<file path="config.mk">
export PLATFORM = sky130hd
export DESIGN_NAME = noncomp_opgroup_block
export DESIGN_NICKNAME = d
export VERILOG_FILES = /design/src/fp_fmt_pkg.sv /design/src/fp_op_pkg.sv /design/src/noncomp_core.sv /design/src/noncomp_fmt_slice.sv /design/src/noncomp_opgroup_block.sv /design/src/rr_output_arbiter.sv
export SDC_FILE = /design/constraint.sdc
export NUM_CORES = 1
export LEC_CHECK = 0
export BUFFER_PORTS_ARGS = -buffer_cell sky130_fd_sc_hd__buf_2
export CORE_AREA = 2 2 122 124
export DETAILED_ROUTE_END_ITERATION = 16
export DIE_AREA = 0 0 124 126
export GPL_TIMING_DRIVEN = 0
export PLACE_DENSITY = 0.67
export SLEW_MARGIN = 0
export SYNTH_ARGS = -nofsm -noshare
export SYNTH_HDL_FRONTEND = slang
export SYNTH_SLANG_ARGS = --single-unit
</file>
<file path="constraint.sdc">
create_clock -name clk_i -period 5.9 [get_ports clk_i]
set_input_delay 1.475 -clock clk_i [delete_from_list [all_inputs] [get_ports clk_i]]
set_output_delay 1.475 -clock clk_i [all_outputs]
set_load 0.01 [all_outputs]
</file>
<file path="src/fp_fmt_pkg.sv">
// --------------------------------------------------
// Number formats for the non-computational FP group
// Bit layouts, NaN-boxed operand view, status flags
// --------------------------------------------------
`default_nettype none

package fp_fmt_pkg;

  // --------------------------------------------------
  // Formats
  // --------------------------------------------------
  typedef enum logic [0:0] {
    FP32 = 1'b0,
    FP16 = 1'b1
  } fp_format_e;

  localparam int unsigned NumFormats = 2;

  // Operands and results always travel in one word
  localparam int unsigned WordWidth = 32;

  localparam int unsigned Fp32ExpBits = 8;
  localparam int unsigned Fp32ManBits = 23;
  localparam int unsigned Fp16ExpBits = 5;
  localparam int unsigned Fp16ManBits = 10;

  // --------------------------------------------------
  // Bit layouts
  // --------------------------------------------------
  typedef struct packed {
    logic                   sign;
    logic [Fp32ExpBits-1:0] exponent;
    logic [Fp32ManBits-1:0] mantissa;
  } fp32_t;

  typedef struct packed {
    logic                   sign;
    logic [Fp16ExpBits-1:0] exponent;
    logic [Fp16ManBits-1:0] mantissa;
  } fp16_t;

  // Narrow value in the low half, all ones above when properly boxed
  typedef struct packed {
    logic [15:0] box;
    fp16_t       value;
  } boxed16_t;

  // One operand word, read as FP32 or as a boxed FP16
  typedef union packed {
    fp32_t    fp32;
    boxed16_t fp16;
  } operand_word_u;

  // --------------------------------------------------
  // Exception flags
  // --------------------------------------------------
  typedef struct packed {
    logic nv;  // invalid operation
    logic dz;  // divide by zero
    logic of;  // overflow
    logic uf;  // underflow
    logic nx;  // inexact
  } status_t;

  // Canonical quiet NaNs
  localparam logic [WordWidth-1:0] CanonNan32 = 32'h7FC0_0000;
  localparam logic [WordWidth-1:0] CanonNan16 = 32'hFFFF_7E00;

endpackage

`default_nettype wire

</file>
<file path="src/fp_op_pkg.sv">
// --------------------------------------------------
// Operations handled by the non-computational group
// Request and response words used at the block ports
// --------------------------------------------------
`default_nettype none

package fp_op_pkg;

  // --------------------------------------------------
  // Operation codes
  // --------------------------------------------------
  typedef enum logic [2:0] {
    MIN   = 3'd0,
    MAX   = 3'd1,
    SGNJ  = 3'd2,
    SGNJN = 3'd3,
    SGNJX = 3'd4,
    FEQ   = 3'd5,
    FLT   = 3'd6,
    FLE   = 3'd7
  } operation_e;

  // Caller-side identifier, returned with the result
  typedef logic [3:0] tag_t;

  // --------------------------------------------------
  // Request
  // --------------------------------------------------
  typedef struct packed {
    fp_fmt_pkg::operand_word_u operand_a;
    fp_fmt_pkg::operand_word_u operand_b;
    operation_e                op;
    // Selects the slice, never seen inside it
    fp_fmt_pkg::fp_format_e    dst_fmt;
    tag_t                      tag;
  } req_t;

  // --------------------------------------------------
  // Response
  // --------------------------------------------------
  typedef struct packed {
    logic [fp_fmt_pkg::WordWidth-1:0] result;
    fp_fmt_pkg::status_t              status;
    tag_t                             tag;
  } resp_t;

endpackage

`default_nettype wire

</file>
<file path="src/noncomp_core.sv">
// --------------------------------------------------
// Min/max, sign injection and compares for one format
// Purely combinational, instantiated inside a slice
// --------------------------------------------------
`default_nettype none

module noncomp_core #(
  parameter fp_fmt_pkg::fp_format_e Fmt = fp_fmt_pkg::FP32
) (
  input  fp_fmt_pkg::operand_word_u         operand_a_i,
  input  fp_fmt_pkg::operand_word_u         operand_b_i,
  input  fp_op_pkg::operation_e             op_i,
  output logic [fp_fmt_pkg::WordWidth-1:0]  result_o,
  output fp_fmt_pkg::status_t               status_o
);

  localparam bit IsFp32 = (Fmt == fp_fmt_pkg::FP32);
  localparam int unsigned ExpBits = IsFp32 ? fp_fmt_pkg::Fp32ExpBits : fp_fmt_pkg::Fp16ExpBits;
  localparam int unsigned ManBits = IsFp32 ? fp_fmt_pkg::Fp32ManBits : fp_fmt_pkg::Fp16ManBits;
  localparam int unsigned Width = 1 + ExpBits + ManBits;
  localparam logic [Width-1:0] CanonNan = IsFp32 ? fp_fmt_pkg::CanonNan32[Width-1:0]
                                                 : fp_fmt_pkg::CanonNan16[Width-1:0];

  logic [Width-1:0]   a_val, b_val;
  logic               a_sign, b_sign;
  logic [ExpBits-1:0] a_exp, b_exp;
  logic [ManBits-1:0] a_man, b_man;
  logic [Width-2:0]   a_mag, b_mag;
  logic               a_nan, b_nan, a_snan, b_snan, a_zero, b_zero;
  logic               any_nan, any_snan, both_zero;
  logic               a_below_b, equal, less;
  logic [Width-1:0]   res_val;
  logic               cmp_bit, is_cmp;
  logic [fp_fmt_pkg::WordWidth-1:0] cmp_word;

  // --------------------------------------------------
  // Operand views
  // --------------------------------------------------
  if (IsFp32) begin : gen_fp32_view
    assign a_val = operand_a_i.fp32;
    assign b_val = operand_b_i.fp32;
  end else begin : gen_fp16_view
    // Unboxed values read as canonical NaN
    assign a_val = (&operand_a_i.fp16.box) ? operand_a_i.fp16.value : CanonNan;
    assign b_val = (&operand_b_i.fp16.box) ? operand_b_i.fp16.value : CanonNan;
  end

  assign {a_sign, a_exp, a_man} = a_val;
  assign {b_sign, b_exp, b_man} = b_val;
  assign a_mag = {a_exp, a_man};
  assign b_mag = {b_exp, b_man};

  // Classification
  assign a_nan  = (&a_exp) & (|a_man);
  assign b_nan  = (&b_exp) & (|b_man);
  assign a_snan = a_nan & ~a_man[ManBits-1];
  assign b_snan = b_nan & ~b_man[ManBits-1];
  assign a_zero = ~|a_mag;
  assign b_zero = ~|b_mag;

  assign any_nan   = a_nan | b_nan;
  assign any_snan  = a_snan | b_snan;
  assign both_zero = a_zero & b_zero;

  // Total order on sign-magnitude, -0 sits below +0
  always_comb begin
    if (a_sign != b_sign) begin
      a_below_b = a_sign;
    end else if (a_sign) begin
      a_below_b = (a_mag > b_mag);
    end else begin
      a_below_b = (a_mag < b_mag);
    end
  end

  // Compares treat both zeros as equal
  assign equal = (a_val == b_val) | both_zero;
  assign less  = a_below_b & ~both_zero;

  // --------------------------------------------------
  // Operation select
  // --------------------------------------------------
  always_comb begin
    res_val  = a_val;
    cmp_bit  = 1'b0;
    is_cmp   = 1'b0;
    status_o = '0;
    unique case (op_i)
      fp_op_pkg::MIN, fp_op_pkg::MAX: begin
        if (a_nan && b_nan) begin
          res_val = CanonNan;
        end else if (a_nan) begin
          res_val = b_val;
        end else if (b_nan) begin
          res_val = a_val;
        end else if ((op_i == fp_op_pkg::MIN) == a_below_b) begin
          res_val = a_val;
        end else begin
          res_val = b_val;
        end
        status_o.nv = any_snan;
      end
      fp_op_pkg::SGNJ:  res_val = {b_sign, a_mag};
      fp_op_pkg::SGNJN: res_val = {~b_sign, a_mag};
      fp_op_pkg::SGNJX: res_val = {a_sign ^ b_sign, a_mag};
      fp_op_pkg::FEQ: begin
        is_cmp      = 1'b1;
        cmp_bit     = ~any_nan & equal;
        status_o.nv = any_snan;
      end
      fp_op_pkg::FLT: begin
        is_cmp      = 1'b1;
        cmp_bit     = ~any_nan & less;
        status_o.nv = any_nan;
      end
      fp_op_pkg::FLE: begin
        is_cmp      = 1'b1;
        cmp_bit     = ~any_nan & (less | equal);
        status_o.nv = any_nan;
      end
      default: ;
    endcase
  end

  assign cmp_word = {{(fp_fmt_pkg::WordWidth-1){1'b0}}, cmp_bit};

  // Narrow results go out NaN-boxed
  if (IsFp32) begin : gen_fp32_result
    assign result_o = is_cmp ? cmp_word : res_val;
  end else begin : gen_fp16_result
    assign result_o = is_cmp ? cmp_word : {{(fp_fmt_pkg::WordWidth-Width){1'b1}}, res_val};
  end

endmodule

`default_nettype wire

</file>
<file path="src/noncomp_fmt_slice.sv">
// --------------------------------------------------
// One format slice, core followed by an elastic pipe
// Depth set by NumPipeRegs, zero gives a bypass
// --------------------------------------------------
`default_nettype none

module noncomp_fmt_slice #(
  parameter fp_fmt_pkg::fp_format_e Fmt         = fp_fmt_pkg::FP32,
  parameter int unsigned            NumPipeRegs = 0
) (
  input  logic              clk_i,
  input  logic              rst_i,
  input  fp_op_pkg::req_t   req_i,
  input  logic              in_valid_i,
  output logic              in_ready_o,
  input  logic              flush_i,
  output fp_op_pkg::resp_t  resp_o,
  output logic              out_valid_o,
  input  logic              out_ready_i,
  output logic              busy_o
);

  logic [fp_fmt_pkg::WordWidth-1:0] core_result;
  fp_fmt_pkg::status_t              core_status;
  fp_op_pkg::resp_t                 core_resp;

  // Stage 0 is the slice input, stage NumPipeRegs the output
  fp_op_pkg::resp_t [NumPipeRegs:0] stage_data;
  logic [NumPipeRegs:0]             stage_valid;
  logic [NumPipeRegs:0]             stage_ready;

  noncomp_core #(
    .Fmt ( Fmt )
  ) i_core (
    .operand_a_i ( req_i.operand_a ),
    .operand_b_i ( req_i.operand_b ),
    .op_i        ( req_i.op        ),
    .result_o    ( core_result     ),
    .status_o    ( core_status     )
  );

  assign core_resp = '{result: core_result, status: core_status, tag: req_i.tag};

  assign stage_data[0]  = core_resp;
  assign stage_valid[0] = in_valid_i;
  assign in_ready_o     = stage_ready[0];

  // --------------------------------------------------
  // Pipeline registers
  // --------------------------------------------------
  for (genvar i = 0; i < NumPipeRegs; i++) begin : gen_pipe
    // Advance into an empty stage or one that moves on
    assign stage_ready[i] = stage_ready[i+1] | ~stage_valid[i+1];

    always_ff @(posedge clk_i) begin
      if (rst_i) begin
        stage_valid[i+1] <= 1'b0;
      end else if (flush_i) begin
        stage_valid[i+1] <= 1'b0;
      end else if (stage_ready[i]) begin
        stage_valid[i+1] <= stage_valid[i];
      end
    end

    always_ff @(posedge clk_i) begin
      if (stage_valid[i] && stage_ready[i]) begin
        stage_data[i+1] <= stage_data[i];
      end
    end
  end

  assign stage_ready[NumPipeRegs] = out_ready_i;
  assign out_valid_o              = stage_valid[NumPipeRegs];
  assign resp_o                   = stage_data[NumPipeRegs];

  // Registered stages only, the input does not count
  assign busy_o = |(stage_valid >> 1);

  // Stalled output must hold, only meaningful with registers
  if (NumPipeRegs > 0) begin : gen_hold_check
    assert property (@(posedge clk_i) disable iff (rst_i)
      out_valid_o && !out_ready_i && !flush_i |=> out_valid_o && $stable(resp_o));
  end

endmodule

`default_nettype wire

</file>
<file path="src/noncomp_opgroup_block.sv">
// --------------------------------------------------
// Non-computational FP group with one slice per format
// Valid/ready handshake on both sides with flush and busy
// --------------------------------------------------
`default_nettype none

module noncomp_opgroup_block #(
  parameter int unsigned Fp32PipeRegs = 2,
  parameter int unsigned Fp16PipeRegs = 1
) (
  input  logic              clk_i,
  input  logic              rst_i,
  input  fp_op_pkg::req_t   req_i,
  input  logic              in_valid_i,
  output logic              in_ready_o,
  input  logic              flush_i,
  output fp_op_pkg::resp_t  resp_o,
  output logic              out_valid_o,
  input  logic              out_ready_i,
  output logic              busy_o
);

  logic [fp_fmt_pkg::NumFormats-1:0] fmt_in_ready;
  logic [fp_fmt_pkg::NumFormats-1:0] fmt_out_valid;
  logic [fp_fmt_pkg::NumFormats-1:0] fmt_out_ready;
  logic [fp_fmt_pkg::NumFormats-1:0] fmt_busy;
  fp_op_pkg::resp_t [fp_fmt_pkg::NumFormats-1:0] fmt_resp;

  // --------------------------------------------------
  // Input steering
  // --------------------------------------------------
  // Ready comes from the slice picked by dst_fmt
  assign in_ready_o = in_valid_i & fmt_in_ready[req_i.dst_fmt];

  for (genvar fmt = 0; fmt < fp_fmt_pkg::NumFormats; fmt++) begin : gen_slices
    localparam fp_fmt_pkg::fp_format_e SliceFmt = fp_fmt_pkg::fp_format_e'(fmt);
    localparam int unsigned SliceDepth =
        (SliceFmt == fp_fmt_pkg::FP32) ? Fp32PipeRegs : Fp16PipeRegs;

    logic slice_valid;

    assign slice_valid = in_valid_i & (req_i.dst_fmt == SliceFmt);

    noncomp_fmt_slice #(
      .Fmt         ( SliceFmt   ),
      .NumPipeRegs ( SliceDepth )
    ) i_slice (
      .clk_i,
      .rst_i,
      .req_i,
      .in_valid_i  ( slice_valid        ),
      .in_ready_o  ( fmt_in_ready[fmt]  ),
      .flush_i,
      .resp_o      ( fmt_resp[fmt]      ),
      .out_valid_o ( fmt_out_valid[fmt] ),
      .out_ready_i ( fmt_out_ready[fmt] ),
      .busy_o      ( fmt_busy[fmt]      )
    );
  end

  // --------------------------------------------------
  // Output merge
  // --------------------------------------------------
  rr_output_arbiter #(
    .NumIn ( fp_fmt_pkg::NumFormats )
  ) i_arbiter (
    .clk_i,
    .rst_i,
    .flush_i,
    .valid_i ( fmt_out_valid ),
    .ready_o ( fmt_out_ready ),
    .data_i  ( fmt_resp      ),
    .valid_o ( out_valid_o   ),
    .ready_i ( out_ready_i   ),
    .data_o  ( resp_o        )
  );

  assign busy_o = |fmt_busy;

  // All in-flight work is gone one cycle after a flush
  assert property (@(posedge clk_i) disable iff (rst_i) flush_i |=> !busy_o);

endmodule

`default_nettype wire

</file>
<file path="src/rr_output_arbiter.sv">
// --------------------------------------------------
// Round-robin merge of slice results onto one port
// Choice is held while the output is stalled
// --------------------------------------------------
`default_nettype none

module rr_output_arbiter #(
  parameter int unsigned NumIn = 2
) (
  input  logic                          clk_i,
  input  logic                          rst_i,
  input  logic                          flush_i,
  input  logic [NumIn-1:0]              valid_i,
  output logic [NumIn-1:0]              ready_o,
  input  fp_op_pkg::resp_t [NumIn-1:0]  data_i,
  output logic                          valid_o,
  input  logic                          ready_i,
  output fp_op_pkg::resp_t              data_o
);

  localparam int unsigned IdxWidth = (NumIn > 1) ? $clog2(NumIn) : 1;

  logic [IdxWidth-1:0] rr_q;
  logic [IdxWidth-1:0] lock_idx_q;
  logic                lock_q;
  logic [IdxWidth-1:0] next_idx;
  logic [IdxWidth-1:0] sel_idx;

  // First valid input at or after the pointer
  always_comb begin : find_next
    int unsigned cand;
    next_idx = rr_q;
    for (int k = int'(NumIn) - 1; k >= 0; k--) begin
      cand = (int'(rr_q) + k) % NumIn;
      if (valid_i[cand]) begin
        next_idx = IdxWidth'(cand);
      end
    end
  end

  assign sel_idx = lock_q ? lock_idx_q : next_idx;
  assign valid_o = valid_i[sel_idx];
  assign data_o  = data_i[sel_idx];

  always_comb begin
    ready_o          = '0;
    ready_o[sel_idx] = ready_i & valid_o;
  end

  // --------------------------------------------------
  // Pointer and lock
  // --------------------------------------------------
  always_ff @(posedge clk_i) begin
    if (rst_i) begin
      rr_q   <= '0;
      lock_q <= 1'b0;
    end else begin
      // Move past the winner only on a real transfer
      if (valid_o && ready_i) begin
        rr_q <= (sel_idx == IdxWidth'(NumIn - 1)) ? '0 : sel_idx + 1'b1;
      end
      lock_q <= valid_o & ~ready_i & ~flush_i;
    end
  end

  always_ff @(posedge clk_i) begin
    lock_idx_q <= sel_idx;
  end

  // Never idle while an input waits and no choice is held
  assert property (@(posedge clk_i) disable iff (rst_i) !lock_q && (|valid_i) |-> valid_o);

endmodule

`default_nettype wire

</file>
# --- Yosys cells after proc, flatten, opt, wreduce, memory -nomap -nowiden ---
# Cells that the tools add are included.
op_classes:
  n_addsub: 2
  order_cmp: 9
  eq_ne: 13
  n_mux: 39
  bitwise_logic: 54
  n_reduce_logical: 32
ops:
  columns: ["operator", "n"]
  rows:
  - ["$mux 32", 5]
  - ["$pmux 32 s4", 1]
  - ["$mux 16", 6]
  - ["$mux 41", 2]
  - ["$pmux 16 s4", 1]
  - ["$reduce_or 31->1", 2]
  - ["$reduce_or 23->1", 2]
  - ["$eq 32x32->1", 1]
  - ["$reduce_and 16->1", 2]
  - ["$gt 31x31->1", 1]
  - ["$lt 31x31->1", 1]
  - ["$reduce_or 15->1", 2]
  - ["$and 1x1->1", 24]
  - ["$reduce_or 10->1", 2]
  - ["$mux 1", 19]
  - ["$eq 16x16->1", 1]
  - ["$not 1->1", 16]
  - ["$reduce_and 8->1", 2]
  - ["$gt 15x15->1", 1]
  - ["$lt 15x15->1", 1]
  - ["$eq 3x3->1 const B", 4]
  - ["$or 1x1->1", 11]
  - ["$reduce_and 5->1", 2]
  - ["$reduce_or 3->1", 3]
  - ["other kinds (16)", 37]
word_totals:
  regBits: 117
  inputBits: 77
  output_inout_bits: 44
  wordCells: 166

# --- Logic depth before layout (Yosys ltp) ---
# Gate-level depths: netlist (run 1).
depth:
  ltp_word: 16
  depth_mapped: 16
  ltp_nobuf: 14

# --- Modules after synthesis ---
# Synthesis (run 1) repeated with hierarchy kept, for this count alone.
hier_totals:
  hier_cells: 785
  hier_area_um2: 8667.1
modules_own_cells:
  columns: ["module", "instances", "cells_per_inst", "area_each_um2", "seq_area_each_um2"]
  rows:
  - ["noncomp_fmt_slice at gen_slices[0].i_slice", 1, 134, 2890.3, 2502.4]
  - ["noncomp_core at gen_slices[0].i_slice.i_core", 1, 281, 1863.0, 0.0]
  - ["noncomp_core at gen_slices[1].i_slice.i_core", 1, 252, 1736.7, 0.0]
  - ["noncomp_fmt_slice at gen_slices[1].i_slice", 1, 47, 1296.2, 1251.2]
  - ["rr_output_arbiter", 1, 66, 842.1, 60.1]
  - ["noncomp_opgroup_block", 1, 5, 38.8, 0.0]

# --- Worst setup path after synthesis (run 1) ---
# OpenSTA, ideal clock, no wires.
synth_timing:
  kind: "in2out"
  start: "in out_ready_i"
  end: "out in_ready_o"
  arrival_ns: 3.875
  required_ns: 4.425
  path_slack_ns: 0.550
  cell_stages: 3
  path_buffers: 0
  path_cell_list: "a21boi_0 > a21oi_1 > or2_2"
synth_via:
  elab_chain_len: 7
  elab_cells_between_ends: 8
  cone_classes: "mux (2); bitwise (6)"
synth_lines:
  columns: ["item", "line", "rtl"]
  rows:
  - ["start, declared", "noncomp_opgroup_block.sv:19", "input logic out_ready_i,"]
  - ["$and 1x1->1 *", "rr_output_arbiter.sv:47", "ready_o[sel_idx] = ready_i & valid_o;"]
  - ["$and 2x2->2 (no line) *", null, null]
  - ["$or 1x1->1 (2 in a row)", "noncomp_fmt_slice.sv:53", "assign stage_ready[i] = stage_ready[i+1] | ~stage_valid[i+1];"]
  - ["$mux 1 (not written as such) * (2 in a row)", "noncomp_opgroup_block.sv:33", "assign in_ready_o = in_valid_i & fmt_in_ready[req_i.dst_fmt];"]
  - ["$and 1x1->1 *", "noncomp_opgroup_block.sv:33", null]
  - ["end, declared", "noncomp_opgroup_block.sv:15", "output logic in_ready_o,"]
# Mark *: on every way between the ends. The rest lies on a longest branch, timed or not. The select of a mux whose other input is x is not followed.

# --- Worst setup path in the final report (run 1) ---
layout_timing:
  start: "in req_i[63] (netlist name)"
  end: "reg gen_slices[1].i_slice.stage_data (netlist bit gen_slices[1].i_slice.resp_o[24]) (data pin)"
layout_via:
  elab_chain_len: 11
  elab_cells_between_ends: 18
  cone_classes: "order compare (2); eq/ne (2); mux (8); bitwise (2); reduce/logical (4)"
layout_lines:
  columns: ["item", "line", "rtl"]
  rows:
  - ["start, declared", "noncomp_opgroup_block.sv:13", "input fp_op_pkg::req_t req_i,"]
  - ["$reduce_and 16->1 *", "noncomp_core.sv:44", "assign a_val = (&operand_a_i.fp16.box) ? operand_a_i.fp16.value : CanonNan;"]
  - ["$mux 16 *", "noncomp_core.sv:44", null]
  - ["$lt 15x15->1 / $gt 15x15->1 (equally long branches)", "noncomp_core.sv:72, noncomp_core.sv:70", null]
  - ["$mux 1", "noncomp_core.sv:69", "end else if (a_sign) begin"]
  - ["$mux 1", "noncomp_core.sv:67", "if (a_sign != b_sign) begin"]
  - ["$eq 1x1->1", "noncomp_core.sv:96", "end else if ((op_i == fp_op_pkg::MIN) == a_below_b) begin"]
  - ["$mux 16", "noncomp_core.sv:96", null]
  - ["$mux 16", "noncomp_core.sv:94", "end else if (b_nan) begin"]
  - ["$mux 16", "noncomp_core.sv:92", "end else if (a_nan) begin"]
  - ["$mux 16", "noncomp_core.sv:90", "if (a_nan && b_nan) begin"]
  - ["$pmux 16 s4 *", "noncomp_core.sv:88", "unique case (op_i)"]
  - ["end signal, assigned by index", "noncomp_fmt_slice.sv:67", "stage_data[i+1] <= stage_data[i];"]
  - ["end, declared", "noncomp_fmt_slice.sv:28", "fp_op_pkg::resp_t [NumPipeRegs:0] stage_data;"]
# Mark *: on every way between the ends. The rest lies on a longest branch, timed or not.
# A chain may end at the register's enable or synchronous reset.

==> results.py, run 1 <==
metrics = {
    "sta": {
        "fmax_mhz": 188,
        "rsz0062_at_grt": "false",
        "worstMarginPinSlew_ns": 0.920,
        "fin_skew_ns": 0.00828,
        "finalSetupTns_ns": 0,
        "period_minus_slack_ns": 5.33,
        "maxSlewHeadroom_pct": 38.6,
        "fin_ws_ns": 0.570,
        "fin_crit_sh_pct": 90.3,
        "finalSetupViolCount": 0,
        "slew_viol_final": 0,
        "finalHoldViolCount": 0,
    },
    "placed_design": {
        "gp_congestion": 0.902,
        "dp_hpwl_um": 13700,
        "post-place-ws_ns": -0.0290,
        "io_buffers": 115,
    },
    "die": {
        "die_w_um": 124,
        "pin_count": 121,
        "start_util_pct": 44.0,
        "coreArea_mm2": 0.0143,
        "rows": 44,
        "dieArea_mm2": 0.0156,
        "die-height_um": 126,
    },
    "finish": {
        "syn2layout_area_growth_pct": 18.8,
        "nets": 876,
        "layout-drive-gt1-share_pct": 21.4,
    },
    "cts": {
        "numCtsBuffers": 9,
        "clk_pin_slew_ns": 0.07,
        "cts_buffer_depth": 2,
        "htree_levels": 3,
        "numClockSinks": 102,
        "insertion_delay_ns": 0.34,
        "clock-root-buffer": "clkbuf_16",
        "cts_setup_buffers": 0,
        "cts_resized": 0,
        "cts_tree": "done",
        "cts_hold_buf": 0,
    },
    "flow_run": {
        "drv_cap": 0,
    },
    "grt": {
        "grt_pass1_vias": 5242,
        "antenna_found_initial": 2,
        "grt_remaining_overflow": 0,
        "grt_pass1_wl_um": 27600,
        "grt_max_degree": 30,
        "track_usage_pct": 23.0,
    },
    "logic_synthesis": {
        "avgSynthCellArea_um2": 10.0,
        "synth_edf_count": 96,
        "yosysSeqAreaShare_pct": 47.7,
        "ys_types": 66,
        "synth-main-ff-cell": "edfxtp_1",
        "async_flop_share_pct": 0,
        "syn_area_mm2": 0.00630,
        "syn-instance-count": 627,
        "ys_seq_elements": 102,
        "yosysWarnings": 0,
    },
    "power": {
        "design_power_total_mw": 1.68,
        "p_leak_nw": 3.26,
        "power_density_mw_per_mm2": 225,
        "peakVddDrop_mv": 0.178,
    },
    "drt": {
        "ant_nets": 0,
        "routed_wl_um": 17400,
        "wl_per_cell_um": 18.4,
        "vias_per_cell": 5.62,
        "drt_iter0_drc": 404,
        "firstDrtPassIters": 5,
        "drc": 0,
        "vias": 5332,
    },
    "worst_setup_path": {
        "startpoint_type": "input pin",
        "critPathMaxFanout": 19,
        "required_ns": 6.08,
        "worstSetupPathType": "input pin to flip-flop",
        "cp_data_arrival_time_ns": 5.51,
        "cp-end-kind": "flip-flop",
    },
    "outcome": {
        "status": "finished, final reports clean",
    },
    "min_path": {
        "min_path_type": "flip-flop to flip-flop",
    },
}
-- cells in the final DEF, fill, tap and decap left out, types with 16 or more instances in the layout --
cell type  instances
a21o_1            26
a21oi_1           18
a22o_1            27
buf_2            118
clkbuf_1          16
edfxtp_1          96
ha_1              41
inv_1             41
nand2_1          130
nand4_1           17
nor2_1            29
-- area by class of cell --
class                   instances  area (um2)
repair buffers                118         638
multi-input cells             460        3060
inverters                      42         158
flip-flops and latches        102        3000
well taps                     184         230
diodes                          1        2.50
clock inverters                 7        58.8
clock buffers                   9         225
plain buffers                  25         113
fillers                      1337        6830
-- Yosys cell counts (6+ instances only) --
master    count  area share (%)
a21o_1       26             3.1
a21oi_1      20             1.6
a22o_1       27             3.8
a31oi_1       6            0.60
and2_1        9            0.89
clkbuf_1     17             1.0
dfxtp_1       6             1.9
edfxtp_1     96              46
ha_1         41             8.1
inv_1        41             2.4
mux2i_1      13             2.1
nand2_1     130             7.7
nand2b_1      6            0.60
nand3_1      13             1.0
nand4_1      17             1.7
nor2_1       29             1.7
nor3_1        7            0.56
nor4_1       14             1.4
o21a_1        6            0.71
o21ai_0      15             1.2
-- power breakdown --
part,total (mW),switching (mW),internal (mW)
sequential,0.840,0.00805,0.832
combinational,0.293,0.181,0.112
clock,0.548,0.256,0.292
-- worst max-delay path, stage by stage --
cell and delay [ns]:
buf_2 0.13, nand4_1 0.22, nor4_4 0.54, buf_2 0.44, nand2b_1 0.14, ha_1 0.32
and4_1 0.23, nand2_1 0.06, a21oi_1 0.20, nand3_1 0.17, and4bb_2 0.34, nand2_1 0.13
o211ai_2 0.13, xnor2_2 0.13, a211oi_4 0.53, a221o_1 0.31
-- metrics by stage --
step	hold slack (ns)	instances	area [um2]	util [%]
global placement	0.401	929	7120	49.7
detailed placement	0.405	932	7200	50.3
floorplan	0.400	630	6310	-
finish	0.417	948	7490	52.3
CTS	0.417	948	7490	52.3
global route	0.424	948	7490	52.3
-- state kept, by name (all words and copies together) (netlist names) --
| name | count |
|---|---|
| gen_slices.i_slice.resp_o | 59 |
| i_arbiter.lock_q | 1 |
| gen_slices.i_slice.stage_data | 37 |
| i_arbiter.lock_idx_q | 1 |
| gen_slices.i_slice.out_valid_o | 1 |
| i_arbiter.rr_q | 1 |
| gen_slices.i_slice.busy_o | 1 |
| gen_slices.i_slice.stage_valid | 1 |
-- routing by layer --
layer,global-route usage (%),up-vias,wire [um]
met5,0,-,13
li1,-,2585,-
met1,32.3,2541,7780
met3,2.90,23,976
met2,37.2,181,8360
met4,7.14,2,262
-- kinds of logic after synthesis --
kind of cell	after synthesis	synth area share, %
buf+inv	68	4.35
other cells	1	0.0595
fa+ha+maj	42	8.32
xor+xnor	5	0.814
flops	102	47.7
simple gates	257	20.2
compound gates	137	16.0
mux	15	2.60
-- path summary, 6_finish.rpt --
| check | startpoint | endpoint | slack [ns] | cells after the start |
|---|---|---|---|---|
| hold / removal | gen_slices[0].i_slice.stage_data[63] | gen_slices[0].i_slice.resp_o[22] | 0.42 | 0 |
| hold reg to reg | gen_slices[0].i_slice.stage_data[63] | gen_slices[0].i_slice.resp_o[22] | 0.42 | 0 |
| setup reg to reg | gen_slices[1].i_slice.busy_o | gen_slices[0].i_slice.stage_data[72] | 3.46 | 7 |
| setup / recovery | req_i[63] | gen_slices[1].i_slice.resp_o[24] | 0.57 | 16 |
(Power assumes the default switching activity.)
==> run 2, diff against run 1 <==
Settings changed: ABC_AREA set to 1, CORE_AREA 2 2 122 124 to 2 2 129 131, DIE_AREA 0 0 124 126 to 0 0 131 133, PLACE_DENSITY 0.67 to 0.66.
==> run 2 against run 1 <==
Critical path depth rose by 9. Register-to-register slack hardly changed. Non-clock buffer count is 8 higher. Area after synthesis is 13% higher. Sequential cell count unchanged. Die area grew 12%. Worst setup slack improved by 0.32 ns. Global-route usage up 1.9 points. First-iteration DRC count up 37%. Sequential share of layout area shrank 4.0 points. Count of clock-buffer cells in the layout unchanged.
==> results.py, run 2 <==
metrics = {
    "sta": {
        "worstMarginPinSlew_ns": 0.808,
        "rsz0062_at_grt": "false",
        "hold_ws_ns": 0.420,
        "fin_crit_sh_pct": 85.0,
        "slew_viol_final": 0,
        "finalSetupViolCount": 0,
        "finalSetupTns_ns": 0,
        "maxSlewHeadroom_pct": 46.1,
        "period_minus_slack_ns": 5.01,
        "finalHoldViolCount": 0,
        "fmax_mhz": 199,
        "fin_skew_ns": 0.00542,
    },
    "cts": {
        "clk_pin_slew_ns": 0.07,
        "cts_resized": 0,
        "insertion_delay_ns": 0.34,
        "numClockSinks": 102,
        "cts_tree": "done",
        "cts_hold_buf": 0,
        "cts_buffer_depth": 2,
        "htree_levels": 3,
        "cts_setup_buffers": 0,
        "clock-root-buffer": "clkbuf_16",
        "numCtsBuffers": 9,
    },
    "outcome": {
        "status": "finished, final reports clean",
    },
    "die": {
        "coreArea_mm2": 0.0162,
        "pin_count": 121,
        "die-height_um": 133,
        "start_util_pct": 43.9,
        "dieArea_mm2": 0.0174,
        "rows": 47,
        "die_w_um": 131,
    },
    "grt": {
        "grt_pass1_vias": 6139,
        "grt_max_degree": 39,
        "track_usage_pct": 25.0,
        "grt_remaining_overflow": 0,
        "grt_pass1_wl_um": 33500,
        "antenna_found_initial": 0,
    },
    "logic_synthesis": {
        "synth_top_area_share_pct": 40.6,
        "avgSynthCellArea_um2": 7.55,
        "synth-main-ff-cell": "edfxtp_1",
        "post-synth-top-count-cell": "nand2_1",
        "ys_types": 46,
        "synth_edf_count": 96,
        "syn-instance-count": 940,
        "ys_seq_elements": 102,
        "yosysSeqAreaShare_pct": 42.3,
        "synth_common_cells": "296 x nand2_1, 96 x edfxtp_1, 95 x inv_1",
        "synth_top_cells_by_area": "edfxtp_1 41%, nand2_1 16%, ha_1 7.2%, o21ai_0 5.7%, inv_1 5.0%",
        "synth_top_area_cell": "edfxtp_1",
        "async_flop_share_pct": 0,
        "yosysWarnings": 0,
        "syn_area_mm2": 0.00710,
    },
    "finish": {
        "layout_commonest_cell": "nand2_1",
        "multiInputGateArea_mm2": 0.00360,
        "layout-drive-gt1-share_pct": 16.0,
        "fillers": 1631,
        "nets": 1190,
        "final_cell_mix": "296 x nand2_1, 120 x buf_2, 96 x edfxtp_1",
        "regArea_mm2": 0.00300,
        "largest_reg_flops": 59,
        "antennaDiodeCount": 0,
        "syn2layout_area_growth_pct": 17.0,
    },
    "worst_setup_path": {
        "critical-path-top-delay-family": "simple AND/OR/NAND/NOR gates",
        "critPathMaxStageDelay_ns": 0.31,
        "worstSetupPathType": "input pin to flip-flop",
        "critPathMaxFanout": 10,
        "cp-end-kind": "flip-flop",
        "cp_slowest_cell": "ha_1",
        "reg2reg_from": "gen_slices[0].i_slice.out_valid_o",
        "path_common_cell": "nand2_1",
        "startpoint_type": "input pin",
        "reg2reg_to": "gen_slices[0].i_slice.stage_data[42]",
        "reg2reg_slack_ns": 3.46,
        "reg2reg_depth": 10,
        "critPathBufInv": 6,
        "cp_data_arrival_time_ns": 5.09,
        "required_ns": 5.98,
    },
    "placed_design": {
        "dp_hpwl_um": 17400,
        "io_buffers": 116,
        "gp_congestion": 0.967,
    },
    "drt": {
        "drt_iter0_drc": 555,
        "wl_per_cell_um": 16.4,
        "vias_per_cell": 5.21,
        "ant_nets": 0,
        "vias": 6759,
        "drc": 0,
        "firstDrtPassIters": 6,
        "routed_wl_um": 21300,
    },
    "min_path": {
        "hold_end": "gen_slices[0].i_slice.resp_o[0]",
        "min_path_cells": 0,
        "min_path_type": "flip-flop to flip-flop",
        "min_from": "gen_slices[0].i_slice.stage_data[41]",
    },
    "flow_run": {
        "drv_cap": 0,
    },
    "power": {
        "peakVddDrop_mv": 0.187,
        "design_power_total_mw": 1.71,
        "p_leak_nw": 3.72,
        "power_density_mw_per_mm2": 205,
    },
}
-- run 2: power by group --
part | leakage (nW) | switching, mW | internal, mW
sequential | 0.934 | 0.00653 | 0.826
combinational | 2.64 | 0.207 | 0.0939
clock | 0.147 | 0.272 | 0.301
total | 3.72 | 0.486 | 1.22
-- run 2: logic make-up (layout without fill, tap and decap cells) --
group / after synthesis / after routing / synth area share [%]
simple gates: 485 / 485 / 29.5
compound gates: 177 / 177 / 13.4
fa+ha+maj: 41 / 41 / 7.22
flops: 102 / 102 / 42.3
buf+inv: 132 / 266 / 7.37
other cells: 1 / 4 / 0.0528
xor+xnor: 2 / 2 / 0.247
-- run 2: worst max path at each step --
| stage | from | cells past startpoint | to |
|---|---|---|---|
| after floorplan | out_ready_i | 3 | in_ready_o |
| after global placement | out_ready_i | 5 | in_ready_o |
| after detailed placement | req_i[57] | 25 | gen_slices[1].i_slice.resp_o[15] |
| after CTS | req_i[57] | 25 | gen_slices[1].i_slice.resp_o[15] |
| after global routing | req_i[59] | 25 | gen_slices[1].i_slice.resp_o[15] |
| final | req_i[57] | 25 | gen_slices[1].i_slice.resp_o[24] |
-- run 2: cell type report --
class,count,area share (%)
multi-input cells,709,43.3
flip-flops and latches,102,36.1
repair buffers,118,7.41
inverters,99,4.47
well taps,220,3.31
clock buffers,9,2.71
plain buffers,33,1.82
clock inverters,7,0.828
-- run 2: metal layers --
layer	up-vias	global-route usage, %	share of wire (%)	wire [um]
met1	3039	36.7	46	9840
met2	253	39.3	46	9700
met5	-	0	0	0
li1	3444	-	-	-
met3	23	2.63	6.2	1310
met4	0	6.62	1.9	404
-- run 2: through the flow --
stage	cell area [um2]	utilization, %	cells	setup WS (ns)
3_3_place_gp	7970	49.3	1279	0.438
4_1_cts	8310	51.4	1297	0.967
6_report	8310	51.4	1297	0.887
5_1_grt	8310	51.4	1297	0.545
2_1_floorplan	7110	-	943	1.38
3_5_place_dp	8010	49.6	1281	0.601
